### config.mk
export PLATFORM = sky130hd
export DESIGN_NAME = letc_core
export DESIGN_NICKNAME = d
export VERILOG_FILES = /design/src/letc_core_pkg.sv /design/src/letc_core_rf.sv /design/src/letc_core_tghm.sv /design/src/letc_core_stage_f.sv /design/src/letc_core_stage_d.sv /design/src/letc_core_stage_e1.sv /design/src/letc_core_stage_e2w.sv /design/src/letc_core.sv
export VERILOG_INCLUDE_DIRS = /design/src
export SDC_FILE = /design/constraint.sdc
export NUM_CORES = 2
export LEC_CHECK = 0
export BUFFER_PORTS_ARGS = -buffer_cell sky130_fd_sc_hd__buf_2
export CAP_MARGIN = 20
export CORE_MARGIN = 3
export CORE_UTILIZATION = 41
export DETAILED_ROUTE_END_ITERATION = 8
export SYNTH_ARGS = -nofsm -noshare
export SYNTH_HDL_FRONTEND = slang
export SYNTH_SLANG_ARGS = --single-unit
### constraint.sdc
create_clock -name i_clk -period 9 [get_ports i_clk]
set_input_delay 0.45 -clock i_clk [delete_from_list [all_inputs] [get_ports i_clk]]
set_output_delay 0.45 -clock i_clk [all_outputs]
set_load 0.01 [all_outputs]
### src/letc_core_defs.svh
`ifndef LETC_CORE_DEFS_SVH
`define LETC_CORE_DEFS_SVH

//Width of one data word and of the instruction word
`define LETC_XLEN 32

//Bits needed to name one architectural register
`define LETC_REG_IDX_W 5

//Architectural registers including the hardwired x0
`define LETC_NUM_REGS 32

//F1 F2 D E1 E2 W
//Also the width of the stall, flush and valid vectors
`define LETC_NUM_STAGES 6

//Width of the sign-extended I-type immediate field
`define LETC_IMM_W 12

`endif

### src/letc_core_pkg.sv
`include "letc_core_defs.svh"

package letc_core_pkg;

//Basic data types
typedef logic [`LETC_XLEN-1:0]      word_t;
typedef logic [`LETC_REG_IDX_W-1:0] reg_idx_t;

//Major opcodes of the supported subset
localparam logic [6:0] OPC_OP     = 7'b0110011;
localparam logic [6:0] OPC_OP_IMM = 7'b0010011;

//funct3 and funct7 encodings
localparam logic [2:0] F3_ADD_SUB = 3'b000;
localparam logic [2:0] F3_XOR     = 3'b100;
localparam logic [2:0] F3_OR      = 3'b110;
localparam logic [2:0] F3_AND     = 3'b111;
localparam logic [6:0] F7_BASE    = 7'b0000000;
localparam logic [6:0] F7_SUB     = 7'b0100000;

//Register-register layout
typedef struct packed {
    logic [6:0] funct7;
    reg_idx_t   rs2;
    reg_idx_t   rs1;
    logic [2:0] funct3;
    reg_idx_t   rd;
    logic [6:0] opcode;
} r_fmt_t;

//Register-immediate layout
typedef struct packed {
    logic [`LETC_IMM_W-1:0] imm;
    reg_idx_t               rs1;
    logic [2:0]             funct3;
    reg_idx_t               rd;
    logic [6:0]             opcode;
} i_fmt_t;

//Same instruction word seen through either layout
typedef union packed {
    r_fmt_t r_fmt;
    i_fmt_t i_fmt;
} insn_u;

//Operation handed from D to E1
typedef enum logic [2:0] {
    ALU_NONE,
    ALU_ADD,
    ALU_SUB,
    ALU_AND,
    ALU_OR,
    ALU_XOR
} alu_op_e;

//Bit positions in the per-stage vectors
typedef enum logic [2:0] {
    STAGE_F1 = 3'd0,
    STAGE_F2 = 3'd1,
    STAGE_D  = 3'd2,
    STAGE_E1 = 3'd3,
    STAGE_E2 = 3'd4,
    STAGE_W  = 3'd5
} stage_e;

endpackage : letc_core_pkg

### src/letc_core_rf.sv
`include "letc_core_defs.svh"

module letc_core_rf (
    //Clock and reset
    input  logic                  i_clk,
    input  logic                  i_rst_n,

    //Read ports
    input  letc_core_pkg::reg_idx_t i_rs1_idx,
    input  letc_core_pkg::reg_idx_t i_rs2_idx,
    output letc_core_pkg::word_t    o_rs1_rdata,
    output letc_core_pkg::word_t    o_rs2_rdata,

    //Write port, driven from W on retire
    input  logic                    i_wen,
    input  letc_core_pkg::reg_idx_t i_rd_idx,
    input  letc_core_pkg::word_t    i_rd_data
);

//x0 has no storage
letc_core_pkg::word_t regs [1:`LETC_NUM_REGS-1];

always_ff @(posedge i_clk, negedge i_rst_n) begin
    if (!i_rst_n) begin
        for (int ii = 1; ii < `LETC_NUM_REGS; ++ii) begin
            regs[ii] <= '0;
        end
    end else if (i_wen && (i_rd_idx != '0)) begin
        regs[i_rd_idx] <= i_rd_data;
    end
end

//Combinational reads
//A same-cycle write is covered by the W bypass, so no write-through here
assign o_rs1_rdata = (i_rs1_idx == '0) ? '0 : regs[i_rs1_idx];
assign o_rs2_rdata = (i_rs2_idx == '0) ? '0 : regs[i_rs2_idx];

endmodule : letc_core_rf

### src/letc_core_tghm.sv
`include "letc_core_defs.svh"

module letc_core_tghm (
    //Per-stage occupancy and the retire port's back-pressure
    input  logic [`LETC_NUM_STAGES-1:0] i_stage_valid,
    input  logic                        i_wb_ready,

    //Source indices in D, already zero when not read
    input  letc_core_pkg::reg_idx_t     i_d_rs1_idx,
    input  letc_core_pkg::reg_idx_t     i_d_rs2_idx,

    //Destinations downstream, already zero when nothing is written
    input  letc_core_pkg::reg_idx_t     i_e1_rd_idx,
    input  letc_core_pkg::reg_idx_t     i_e2_rd_idx,
    input  letc_core_pkg::reg_idx_t     i_w_rd_idx,
    input  letc_core_pkg::word_t        i_e2_rd_data,
    input  letc_core_pkg::word_t        i_w_rd_data,

    //Stall and flush per stage
    output logic [`LETC_NUM_STAGES-1:0] o_stage_stall,
    output logic [`LETC_NUM_STAGES-1:0] o_stage_flush,

    //D operand overrides
    output logic                        o_stage_d_bypass_rs1,
    output logic                        o_stage_d_bypass_rs2,
    output letc_core_pkg::word_t        o_stage_d_bypass_rs1_rdata,
    output letc_core_pkg::word_t        o_stage_d_bypass_rs2_rdata
);

logic d_raw_hazard;
logic rs1_hit_e2;
logic rs1_hit_w;
logic rs2_hit_e2;
logic rs2_hit_w;

//E1 result is not ready until E2, so D has to wait one cycle
//A nonzero E1 rd implies E1 is valid, and a match implies a real source
assign d_raw_hazard = (i_e1_rd_idx != '0) &&
                      ((i_e1_rd_idx == i_d_rs1_idx) || (i_e1_rd_idx == i_d_rs2_idx));

//Stall chain built from W backwards
//Empty stages never stall, which lets bubbles be squeezed out
always_comb begin
    o_stage_stall[letc_core_pkg::STAGE_W] = i_stage_valid[letc_core_pkg::STAGE_W] && !i_wb_ready;
    for (int ii = int'(letc_core_pkg::STAGE_E2); ii >= 0; --ii) begin
        o_stage_stall[ii] = o_stage_stall[ii+1] && i_stage_valid[ii];
        //The hazard holds D and everything behind it
        if (ii == int'(letc_core_pkg::STAGE_D)) begin
            o_stage_stall[ii] = o_stage_stall[ii] || d_raw_hazard;
        end
    end
end

//E1 takes a bubble instead of the held D instruction
//Only when E1 advances, otherwise it keeps its own occupant
always_comb begin
    o_stage_flush = '0;
    o_stage_flush[letc_core_pkg::STAGE_E1] = d_raw_hazard &&
                                             !o_stage_stall[letc_core_pkg::STAGE_E1];
end

//Bypass match per source
assign rs1_hit_e2 = (i_d_rs1_idx != '0) && (i_d_rs1_idx == i_e2_rd_idx);
assign rs1_hit_w  = (i_d_rs1_idx != '0) && (i_d_rs1_idx == i_w_rd_idx);
assign rs2_hit_e2 = (i_d_rs2_idx != '0) && (i_d_rs2_idx == i_e2_rd_idx);
assign rs2_hit_w  = (i_d_rs2_idx != '0) && (i_d_rs2_idx == i_w_rd_idx);

//E2 is younger than W and wins
assign o_stage_d_bypass_rs1       = rs1_hit_e2 || rs1_hit_w;
assign o_stage_d_bypass_rs2       = rs2_hit_e2 || rs2_hit_w;
assign o_stage_d_bypass_rs1_rdata = rs1_hit_e2 ? i_e2_rd_data : i_w_rd_data;
assign o_stage_d_bypass_rs2_rdata = rs2_hit_e2 ? i_e2_rd_data : i_w_rd_data;

endmodule : letc_core_tghm

### src/letc_core_stage_f.sv
module letc_core_stage_f (
    //Clock and reset
    input  logic                 i_clk,
    input  logic                 i_rst_n,

    //Instruction input, ready is the inverse of the F1 stall
    input  logic                 i_insn_valid,
    input  letc_core_pkg::word_t i_insn,

    //Stalls from the hazard unit
    input  logic                 i_stall_f1,
    input  logic                 i_stall_f2,
    input  logic                 i_stall_d,

    //Slot state
    output logic                 o_f1_valid,
    output logic                 o_f2_valid,
    output letc_core_pkg::word_t o_f2_insn
);

letc_core_pkg::word_t f1_insn;
logic                 insn_xfer;
logic                 f1_to_f2;

//Handshake completes whenever F1 is free to load
assign insn_xfer = i_insn_valid && !i_stall_f1;

//F1 drains when F2 is empty or D is taking F2
assign f1_to_f2 = o_f1_valid && (!o_f2_valid || !i_stall_d);

//Control state
always_ff @(posedge i_clk, negedge i_rst_n) begin
    if (!i_rst_n) begin
        o_f1_valid <= 1'b0;
        o_f2_valid <= 1'b0;
    end else begin
        if (!i_stall_f1) begin
            o_f1_valid <= i_insn_valid;
        end
        if (!i_stall_f2) begin
            o_f2_valid <= f1_to_f2;
        end
    end
end

//Payload only moves with a real instruction
always_ff @(posedge i_clk) begin
    if (insn_xfer) begin
        f1_insn <= i_insn;
    end
    if (f1_to_f2) begin
        o_f2_insn <= f1_insn;
    end
end

endmodule : letc_core_stage_f

### src/letc_core_stage_d.sv
`include "letc_core_defs.svh"

module letc_core_stage_d (
    //Clock and reset
    input  logic                    i_clk,
    input  logic                    i_rst_n,

    //From F2
    input  logic                    i_f2_valid,
    input  letc_core_pkg::word_t    i_f2_insn,

    //Stall and flush from the hazard unit
    input  logic                    i_stall_d,
    input  logic                    i_stall_e1,
    input  logic                    i_flush_e1,

    //Occupancy and register-file read
    output logic                    o_d_valid,
    output letc_core_pkg::reg_idx_t o_rs1_idx,
    output letc_core_pkg::reg_idx_t o_rs2_idx,
    input  letc_core_pkg::word_t    i_rs1_rdata,
    input  letc_core_pkg::word_t    i_rs2_rdata,

    //Bypass overrides
    input  logic                    i_bypass_rs1,
    input  logic                    i_bypass_rs2,
    input  letc_core_pkg::word_t    i_bypass_rs1_rdata,
    input  letc_core_pkg::word_t    i_bypass_rs2_rdata,

    //D/E1 register
    output logic                    o_e1_valid,
    output letc_core_pkg::alu_op_e  o_e1_op,
    output letc_core_pkg::word_t    o_e1_a,
    output letc_core_pkg::word_t    o_e1_b,
    output letc_core_pkg::reg_idx_t o_e1_rd_idx
);

letc_core_pkg::insn_u    d_insn;
letc_core_pkg::alu_op_e  op;
logic                    is_imm;
logic                    supported;
letc_core_pkg::reg_idx_t rd_idx;
letc_core_pkg::word_t    imm_sext;
letc_core_pkg::word_t    opnd_a;
letc_core_pkg::word_t    opnd_b;

//D register
always_ff @(posedge i_clk, negedge i_rst_n) begin
    if (!i_rst_n) begin
        o_d_valid <= 1'b0;
    end else if (!i_stall_d) begin
        o_d_valid <= i_f2_valid;
    end
end

always_ff @(posedge i_clk) begin
    if (!i_stall_d) begin
        d_insn <= letc_core_pkg::insn_u'(i_f2_insn);
    end
end

//Decode, R-type through r_fmt and ADDI through i_fmt
always_comb begin
    op     = letc_core_pkg::ALU_NONE;
    is_imm = 1'b0;
    case (d_insn.r_fmt.opcode)
        letc_core_pkg::OPC_OP: begin
            case ({d_insn.r_fmt.funct7, d_insn.r_fmt.funct3})
                {letc_core_pkg::F7_BASE, letc_core_pkg::F3_ADD_SUB}: op = letc_core_pkg::ALU_ADD;
                {letc_core_pkg::F7_SUB,  letc_core_pkg::F3_ADD_SUB}: op = letc_core_pkg::ALU_SUB;
                {letc_core_pkg::F7_BASE, letc_core_pkg::F3_AND}:     op = letc_core_pkg::ALU_AND;
                {letc_core_pkg::F7_BASE, letc_core_pkg::F3_OR}:      op = letc_core_pkg::ALU_OR;
                {letc_core_pkg::F7_BASE, letc_core_pkg::F3_XOR}:     op = letc_core_pkg::ALU_XOR;
                default:                                             op = letc_core_pkg::ALU_NONE;
            endcase
        end
        letc_core_pkg::OPC_OP_IMM: begin
            if (d_insn.i_fmt.funct3 == letc_core_pkg::F3_ADD_SUB) begin
                op     = letc_core_pkg::ALU_ADD;
                is_imm = 1'b1;
            end
        end
        default: op = letc_core_pkg::ALU_NONE;
    endcase
end

//Anything else is a no-op that reads and writes nothing
//rs1 sits in the same bits in both layouts
assign supported = o_d_valid && (op != letc_core_pkg::ALU_NONE);
assign o_rs1_idx = supported ? d_insn.r_fmt.rs1 : '0;
assign o_rs2_idx = (supported && !is_imm) ? d_insn.r_fmt.rs2 : '0;
assign rd_idx    = supported ? d_insn.r_fmt.rd : '0;

//Operand select
assign imm_sext = {{(`LETC_XLEN-`LETC_IMM_W){d_insn.i_fmt.imm[`LETC_IMM_W-1]}},
                   d_insn.i_fmt.imm};
assign opnd_a   = i_bypass_rs1 ? i_bypass_rs1_rdata : i_rs1_rdata;
assign opnd_b   = is_imm ? imm_sext : (i_bypass_rs2 ? i_bypass_rs2_rdata : i_rs2_rdata);

//D/E1 register, a flush loads a bubble
always_ff @(posedge i_clk, negedge i_rst_n) begin
    if (!i_rst_n) begin
        o_e1_valid <= 1'b0;
    end else if (i_flush_e1) begin
        o_e1_valid <= 1'b0;
    end else if (!i_stall_e1) begin
        o_e1_valid <= o_d_valid;
    end
end

always_ff @(posedge i_clk) begin
    if (i_flush_e1) begin
        o_e1_op     <= letc_core_pkg::ALU_NONE;
        o_e1_rd_idx <= '0;
    end else if (!i_stall_e1) begin
        o_e1_op     <= op;
        o_e1_a      <= opnd_a;
        o_e1_b      <= opnd_b;
        o_e1_rd_idx <= rd_idx;
    end
end

endmodule : letc_core_stage_d

### src/letc_core_stage_e1.sv
module letc_core_stage_e1 (
    //Clock and reset
    input  logic                    i_clk,
    input  logic                    i_rst_n,

    //D/E1 register contents
    input  logic                    i_e1_valid,
    input  letc_core_pkg::alu_op_e  i_e1_op,
    input  letc_core_pkg::word_t    i_e1_a,
    input  letc_core_pkg::word_t    i_e1_b,
    input  letc_core_pkg::reg_idx_t i_e1_rd_idx,

    //Stall from the hazard unit
    input  logic                    i_stall_e2,

    //Destination seen by hazard detection
    output letc_core_pkg::reg_idx_t o_e1_rd_idx,

    //E1/E2 register
    output logic                    o_e2_valid,
    output letc_core_pkg::reg_idx_t o_e2_rd_idx,
    output letc_core_pkg::word_t    o_e2_data
);

letc_core_pkg::word_t alu_result;

//Only a valid occupant can cause a hazard
assign o_e1_rd_idx = i_e1_valid ? i_e1_rd_idx : '0;

//ALU
always_comb begin
    case (i_e1_op)
        letc_core_pkg::ALU_ADD: alu_result = i_e1_a + i_e1_b;
        letc_core_pkg::ALU_SUB: alu_result = i_e1_a - i_e1_b;
        letc_core_pkg::ALU_AND: alu_result = i_e1_a & i_e1_b;
        letc_core_pkg::ALU_OR:  alu_result = i_e1_a | i_e1_b;
        letc_core_pkg::ALU_XOR: alu_result = i_e1_a ^ i_e1_b;
        //No-ops carry rd zero so the value never lands anywhere
        default:                alu_result = '0;
    endcase
end

//E1/E2 register
always_ff @(posedge i_clk, negedge i_rst_n) begin
    if (!i_rst_n) begin
        o_e2_valid <= 1'b0;
    end else if (!i_stall_e2) begin
        o_e2_valid <= i_e1_valid;
    end
end

always_ff @(posedge i_clk) begin
    if (!i_stall_e2) begin
        o_e2_rd_idx <= i_e1_rd_idx;
        o_e2_data   <= alu_result;
    end
end

endmodule : letc_core_stage_e1

### src/letc_core_stage_e2w.sv
module letc_core_stage_e2w (
    //Clock and reset
    input  logic                    i_clk,
    input  logic                    i_rst_n,

    //E1/E2 register contents
    input  logic                    i_e2_valid,
    input  letc_core_pkg::reg_idx_t i_e2_rd_idx,
    input  letc_core_pkg::word_t    i_e2_data,

    //Stall and retire back-pressure
    input  logic                    i_stall_w,
    input  logic                    i_wb_ready,

    //E2 destination for the bypass
    output letc_core_pkg::reg_idx_t o_e2_rd_idx,

    //W register, also the retire port
    output logic                    o_w_valid,
    output letc_core_pkg::reg_idx_t o_w_rd_idx,
    output letc_core_pkg::word_t    o_w_data,

    //Register-file write enable
    output logic                    o_rf_wen
);

letc_core_pkg::reg_idx_t w_rd_idx;

//Invalid occupants never match in the bypass
assign o_e2_rd_idx = i_e2_valid ? i_e2_rd_idx : '0;

//W register
always_ff @(posedge i_clk, negedge i_rst_n) begin
    if (!i_rst_n) begin
        o_w_valid <= 1'b0;
    end else if (!i_stall_w) begin
        o_w_valid <= i_e2_valid;
    end
end

//Held unchanged while the consumer is not ready
always_ff @(posedge i_clk) begin
    if (!i_stall_w) begin
        w_rd_idx <= i_e2_rd_idx;
        o_w_data <= i_e2_data;
    end
end

assign o_w_rd_idx = o_w_valid ? w_rd_idx : '0;

//Commit to the register file on the retire edge
assign o_rf_wen = o_w_valid && i_wb_ready && (o_w_rd_idx != '0);

endmodule : letc_core_stage_e2w

### src/letc_core.sv
`include "letc_core_defs.svh"

module letc_core (
    //Clock and reset
    input  logic                    i_clk,
    input  logic                    i_rst_n,

    //Instruction input
    input  logic                    i_insn_valid,
    output logic                    o_insn_ready,
    input  letc_core_pkg::word_t    i_insn,

    //Retire port
    output logic                    o_wb_valid,
    input  logic                    i_wb_ready,
    output letc_core_pkg::reg_idx_t o_wb_rd_idx,
    output letc_core_pkg::word_t    o_wb_data
);

//Per-stage vectors
logic [`LETC_NUM_STAGES-1:0] stage_valid;
logic [`LETC_NUM_STAGES-1:0] stage_stall;
logic [`LETC_NUM_STAGES-1:0] stage_flush;

//F to D
logic                    f1_valid;
logic                    f2_valid;
letc_core_pkg::word_t    f2_insn;

//D and register file
logic                    d_valid;
letc_core_pkg::reg_idx_t rs1_idx;
letc_core_pkg::reg_idx_t rs2_idx;
letc_core_pkg::word_t    rs1_rdata;
letc_core_pkg::word_t    rs2_rdata;
logic                    bypass_rs1;
logic                    bypass_rs2;
letc_core_pkg::word_t    bypass_rs1_rdata;
letc_core_pkg::word_t    bypass_rs2_rdata;

//D/E1 register
logic                    e1_valid;
letc_core_pkg::alu_op_e  e1_op;
letc_core_pkg::word_t    e1_a;
letc_core_pkg::word_t    e1_b;
letc_core_pkg::reg_idx_t e1_rd_idx;
letc_core_pkg::reg_idx_t e1_rd_idx_q;

//E2 and W
logic                    e2_valid;
letc_core_pkg::reg_idx_t e2_rd_idx;
letc_core_pkg::reg_idx_t e2_rd_idx_q;
letc_core_pkg::word_t    e2_data;
logic                    rf_wen;

assign stage_valid  = {o_wb_valid, e2_valid, e1_valid, d_valid, f2_valid, f1_valid};
assign o_insn_ready = !stage_stall[letc_core_pkg::STAGE_F1];

letc_core_tghm tghm_i (
    .i_stage_valid(stage_valid),
    .i_wb_ready(i_wb_ready),
    .i_d_rs1_idx(rs1_idx),
    .i_d_rs2_idx(rs2_idx),
    .i_e1_rd_idx(e1_rd_idx_q),
    .i_e2_rd_idx(e2_rd_idx_q),
    .i_w_rd_idx(o_wb_rd_idx),
    .i_e2_rd_data(e2_data),
    .i_w_rd_data(o_wb_data),
    .o_stage_stall(stage_stall),
    .o_stage_flush(stage_flush),
    .o_stage_d_bypass_rs1(bypass_rs1),
    .o_stage_d_bypass_rs2(bypass_rs2),
    .o_stage_d_bypass_rs1_rdata(bypass_rs1_rdata),
    .o_stage_d_bypass_rs2_rdata(bypass_rs2_rdata)
);

letc_core_rf rf_i (
    .i_clk(i_clk),
    .i_rst_n(i_rst_n),
    .i_rs1_idx(rs1_idx),
    .i_rs2_idx(rs2_idx),
    .o_rs1_rdata(rs1_rdata),
    .o_rs2_rdata(rs2_rdata),
    .i_wen(rf_wen),
    .i_rd_idx(o_wb_rd_idx),
    .i_rd_data(o_wb_data)
);

letc_core_stage_f stage_f_i (
    .i_clk(i_clk),
    .i_rst_n(i_rst_n),
    .i_insn_valid(i_insn_valid),
    .i_insn(i_insn),
    .i_stall_f1(stage_stall[letc_core_pkg::STAGE_F1]),
    .i_stall_f2(stage_stall[letc_core_pkg::STAGE_F2]),
    .i_stall_d(stage_stall[letc_core_pkg::STAGE_D]),
    .o_f1_valid(f1_valid),
    .o_f2_valid(f2_valid),
    .o_f2_insn(f2_insn)
);

letc_core_stage_d stage_d_i (
    .i_clk(i_clk),
    .i_rst_n(i_rst_n),
    .i_f2_valid(f2_valid),
    .i_f2_insn(f2_insn),
    .i_stall_d(stage_stall[letc_core_pkg::STAGE_D]),
    .i_stall_e1(stage_stall[letc_core_pkg::STAGE_E1]),
    .i_flush_e1(stage_flush[letc_core_pkg::STAGE_E1]),
    .o_d_valid(d_valid),
    .o_rs1_idx(rs1_idx),
    .o_rs2_idx(rs2_idx),
    .i_rs1_rdata(rs1_rdata),
    .i_rs2_rdata(rs2_rdata),
    .i_bypass_rs1(bypass_rs1),
    .i_bypass_rs2(bypass_rs2),
    .i_bypass_rs1_rdata(bypass_rs1_rdata),
    .i_bypass_rs2_rdata(bypass_rs2_rdata),
    .o_e1_valid(e1_valid),
    .o_e1_op(e1_op),
    .o_e1_a(e1_a),
    .o_e1_b(e1_b),
    .o_e1_rd_idx(e1_rd_idx)
);

letc_core_stage_e1 stage_e1_i (
    .i_clk(i_clk),
    .i_rst_n(i_rst_n),
    .i_e1_valid(e1_valid),
    .i_e1_op(e1_op),
    .i_e1_a(e1_a),
    .i_e1_b(e1_b),
    .i_e1_rd_idx(e1_rd_idx),
    .i_stall_e2(stage_stall[letc_core_pkg::STAGE_E2]),
    .o_e1_rd_idx(e1_rd_idx_q),
    .o_e2_valid(e2_valid),
    .o_e2_rd_idx(e2_rd_idx),
    .o_e2_data(e2_data)
);

letc_core_stage_e2w stage_e2w_i (
    .i_clk(i_clk),
    .i_rst_n(i_rst_n),
    .i_e2_valid(e2_valid),
    .i_e2_rd_idx(e2_rd_idx),
    .i_e2_data(e2_data),
    .i_stall_w(stage_stall[letc_core_pkg::STAGE_W]),
    .i_wb_ready(i_wb_ready),
    .o_e2_rd_idx(e2_rd_idx_q),
    .o_w_valid(o_wb_valid),
    .o_w_rd_idx(o_wb_rd_idx),
    .o_w_data(o_wb_data),
    .o_rf_wen(rf_wen)
);

endmodule : letc_core

==> results.yml <==
sta:
  setup-violations-final: 0
  setup_ws_ps: 2940
  slew_headroom_pct: 17.2
  tns_ps: 0
  fin_skew_ps: 44.6
  whs_ps: 283
  tightest_slew_ps: 1240
  hold_violations: 0
  timing.fmax_mhz: 165
  rsz0062_at_grt: "no"
  finalCriticalPeriod_ps: 6060
  report.final.slew_viol_count: 0
  period_share_pct: 67.3
route:
  drc: 2
  postRouteWirelength_microns: 276000
  dr_total_vias: 56700
  wl_per_cell_microns: 32.7
  drt-pass1-iter-count: 9
  ant_nets: 0
  vias_per_cell: 6.71
  drt_iter0_markers: 8138
critical_path:
  crit_required_ps: 9460
  cp-start-kind: "flop"
  ff2ff_setup_slack_ps: 2940
  r2r-start: "stage_d_i.d_insn[26]"
  worstPathCellList: "nor4_1 -> nand4_1 -> nor2_4 -> nand2_4 -> buf_4 -> a221oi_1 -> nor3_1 -> a311o_1 -> o31ai_1"
  cp_slowest_cell: "o31ai_1"
  crit_type: "flop to flop"
  reg2regPathDepth: 9
  cp_max_fo: 62
  critPathMaxStageDelay_ps: 1020
  endpoint_kind: "flop"
  crit_arrival_ps: 6520
  timing.rr.end: "stage_d_i.o_e1_b[2]"
grt:
  track_usage_pct: 30.9
  grt_pass1_wl_microns: 395000
  grt_max_degree: 170
  grt_pass1_vias: 54400
  antenna_found_initial: 16
  grt_overflow_total: 0
hold_path:
  hold_class: "input port to flop"
  min-delay-start: "i_wb_ready"
  hold_depth: 4
  worstHoldEndpoint: "stage_e1_i.o_e2_valid"
synthesis:
  syn_nets: 6417
  synth_top_family_by_area: "multiplexers"
  yosys_warnings: 0
  synth-edff-count: 234
  synthSimpleGateAreaFrac_pct: 7.33
  syn_area_sq_mm: 0.0691
  ys_seq_area_share_pct: 46.5
  syn_avg_cell_area_sq_um: 11.0
  yosysUniqueCellTypes: 91
  synth.area.mux_share_pct: 25.3
  synth_xor_area_share_pct: 0.862
  synth_compound_area_share_pct: 14.3
  yosys_register_bits: 1240
  synthAdderAreaFrac_pct: 1.77
  async_flop_share_pct: 80.5
  synthCells: 6284
  synthFlopType: "dfrtp_1"
floorplanning:
  die_x_microns: 417
  start_util_pct: 41.3
  dieArea_sq_mm: 0.174
  io_pins: 75
  placementRows: 150
  core_sq_mm: 0.167
  fp.dieH_microns: 417
power:
  power_per_cell_area_mw_per_mm2: 244
  ir_worst_vdd_v: 0.000200
  p_leak_nw: 32.7
clock_tree:
  clockBufferDepth: 3
  clock_sinks: 1240
  clock_latency_ps: 830
  cts_tree: "built"
  clk_pin_slew_ps: 60
  h-tree-depth: 4
  numCtsBuffers: 138
  cts-root-buf: "clkbuf_16"
finish:
  nets: 6259
  final_cell_mix: "mux2_2, dfrtp_1, mux2i_1"
  final_layout_size_suffix_gt1_share_pct: 26.6
  syn_to_final_growth_pct: 11.1
  final_common_cell: "mux2_2"
placement:
  port_buffers: 74
  pre_cts_ws_ps: 3310
  gp_congestion: 0.966
  dp_hpwl_microns: 167000
run_status:
  failed_checks: "DRC"
  outcome: "finished, violations left"
job:
  max_cap_violations: 0
==> flip-flops by register name, indices dropped and copies added, names as in the netlist, 5 cells and up <==
register                count
stage_e2w_i.o_w_data       32
stage_e1_i.o_e2_data       32
stage_d_i.d_insn           32
stage_e2w_i.w_rd_idx        5
stage_e1_i.o_e2_rd_idx      5
stage_d_i.o_e1_rd_idx       5
stage_d_i.o_e1_b           32
stage_d_i.o_e1_a           32
stage_f_i.f1_insn          32
stage_f_i.o_f2_insn        32
rf_i.regs                 992
==> worst max-delay path by stage <==
| stage | slack [ps] | to | from |
|---|---|---|---|
| after floorplan | 4510 | stage_f_i.f1_insn[0] | stage_d_i.d_insn[6] |
| after global placement | 3340 | stage_d_i.o_e1_a[14] | stage_d_i.d_insn[6] |
| after detailed placement | 3310 | stage_d_i.o_e1_a[19] | stage_d_i.d_insn[6] |
| after CTS | 3270 | stage_d_i.o_e1_a[19] | stage_d_i.d_insn[6] |
| after global routing | 3050 | stage_d_i.o_e1_a[16] | stage_d_i.d_insn[6] |
| final | 2940 | stage_d_i.o_e1_b[2] | stage_d_i.d_insn[26] |
==> per-layer routing <==
metal / global-route usage, % / share of wire, %
met5: 0 / 0.020
met4: 14.0 / 5.1
met3: 10.4 / 13
met2: 44.9 / 42
met1: 41.6 / 40
==> where the power goes <==
group	internal (mW)	leakage [nW]	total [mW]	switching [mW]
Combinational	2.10	14.7	4.66	2.56
Clock	3.33	2.22	5.79	2.46
Sequential	7.10	15.8	8.29	1.19
Total	12.5	32.7	18.7	6.20
==> cells by family after synthesis <==
logic type,count (synthesis)
compound gates,1481
xor+xnor,68
fa+ha+maj,97
buf+inv,696
flops,1240
mux,1576
simple gates,1126
==> area by class of cell <==
class	instances	area (sq um)
flip-flops and latches	1240	32200
clock buffers	208	4110
multi-input cells	4348	34600
inverters	96	360
well taps	2204	2760
clock inverters	43	422
diodes	6	15.0
fillers	15400	90600
repair buffers	302	2390
==> Yosys cell counts, types with 12 or more instances <==
| library cell | count | area share (%) |
|---|---|---|
| o32a_1 | 13 | 0.19 |
| mux4_2 | 30 | 0.98 |
| o311ai_0 | 15 | 0.19 |
| buf_2 | 26 | 0.19 |
| ha_1 | 96 | 1.7 |
| a21oi_1 | 440 | 3.2 |
| a221o_1 | 52 | 0.75 |
| o221ai_1 | 56 | 0.71 |
| nor4_1 | 19 | 0.17 |
| nor3_1 | 95 | 0.69 |
| edfxtp_1 | 234 | 10 |
| mux2i_1 | 489 | 7.1 |
| dfrtp_1 | 998 | 36 |
| nand3_1 | 137 | 0.99 |
| xnor2_1 | 57 | 0.72 |
| a211oi_1 | 99 | 1.1 |
| a21o_1 | 12 | 0.13 |
| o31ai_1 | 21 | 0.23 |
| nor2b_1 | 52 | 0.47 |
| a22oi_1 | 36 | 0.39 |
| or3_1 | 30 | 0.27 |
| o22ai_1 | 82 | 0.74 |
| inv_1 | 95 | 0.52 |
| a2bb2oi_1 | 21 | 0.27 |
| a221oi_1 | 116 | 1.5 |
| a2111oi_0 | 18 | 0.23 |
| a31oi_1 | 64 | 0.58 |
| o21a_1 | 18 | 0.20 |
| nand2_1 | 473 | 2.6 |
| clkbuf_1 | 463 | 2.5 |
| mux2_2 | 1057 | 17 |
| nor2_1 | 236 | 1.3 |
| o21ai_0 | 269 | 1.9 |
| nand2b_1 | 15 | 0.14 |
| o2bb2ai_1 | 28 | 0.35 |
| o211ai_1 | 13 | 0.14 |
| buf_1 | 94 | 0.51 |
==> metrics by stage <==
| step | utilization [%] | std cells | power (mW) | cell area (sq um) |
|---|---|---|---|---|
| final | 45.9 | 8447 | 18.7 | 76800 |
| after global routing | 45.9 | 8441 | 19.5 | 76800 |
| after CTS | 45.8 | 8438 | 18.6 | 76700 |
| after detailed placement | 42.9 | 8153 | 12.8 | 71800 |
| after global placement | 42.9 | 8151 | 12.7 | 71800 |
| after floorplan | - | 6284 | 11.2 | 69100 |
==> what timing repair did <==
action	4_1_cts	5_1_grt
setup buffers	0	0
resized for setup	0	0
hold endpoints to repair	125	0
hold buffers	34	0
==> worst max-delay path: cells and delay by family (launching register included) <==
kind | cells | cell delay [ps]
and+or+nand+nor | 5 | 2670
AOI/OAI and AO/OA | 3 | 1890
buffers and inverters | 1 | 690
DFF | 1 | 420
Power figures use the tool's default switching activity.
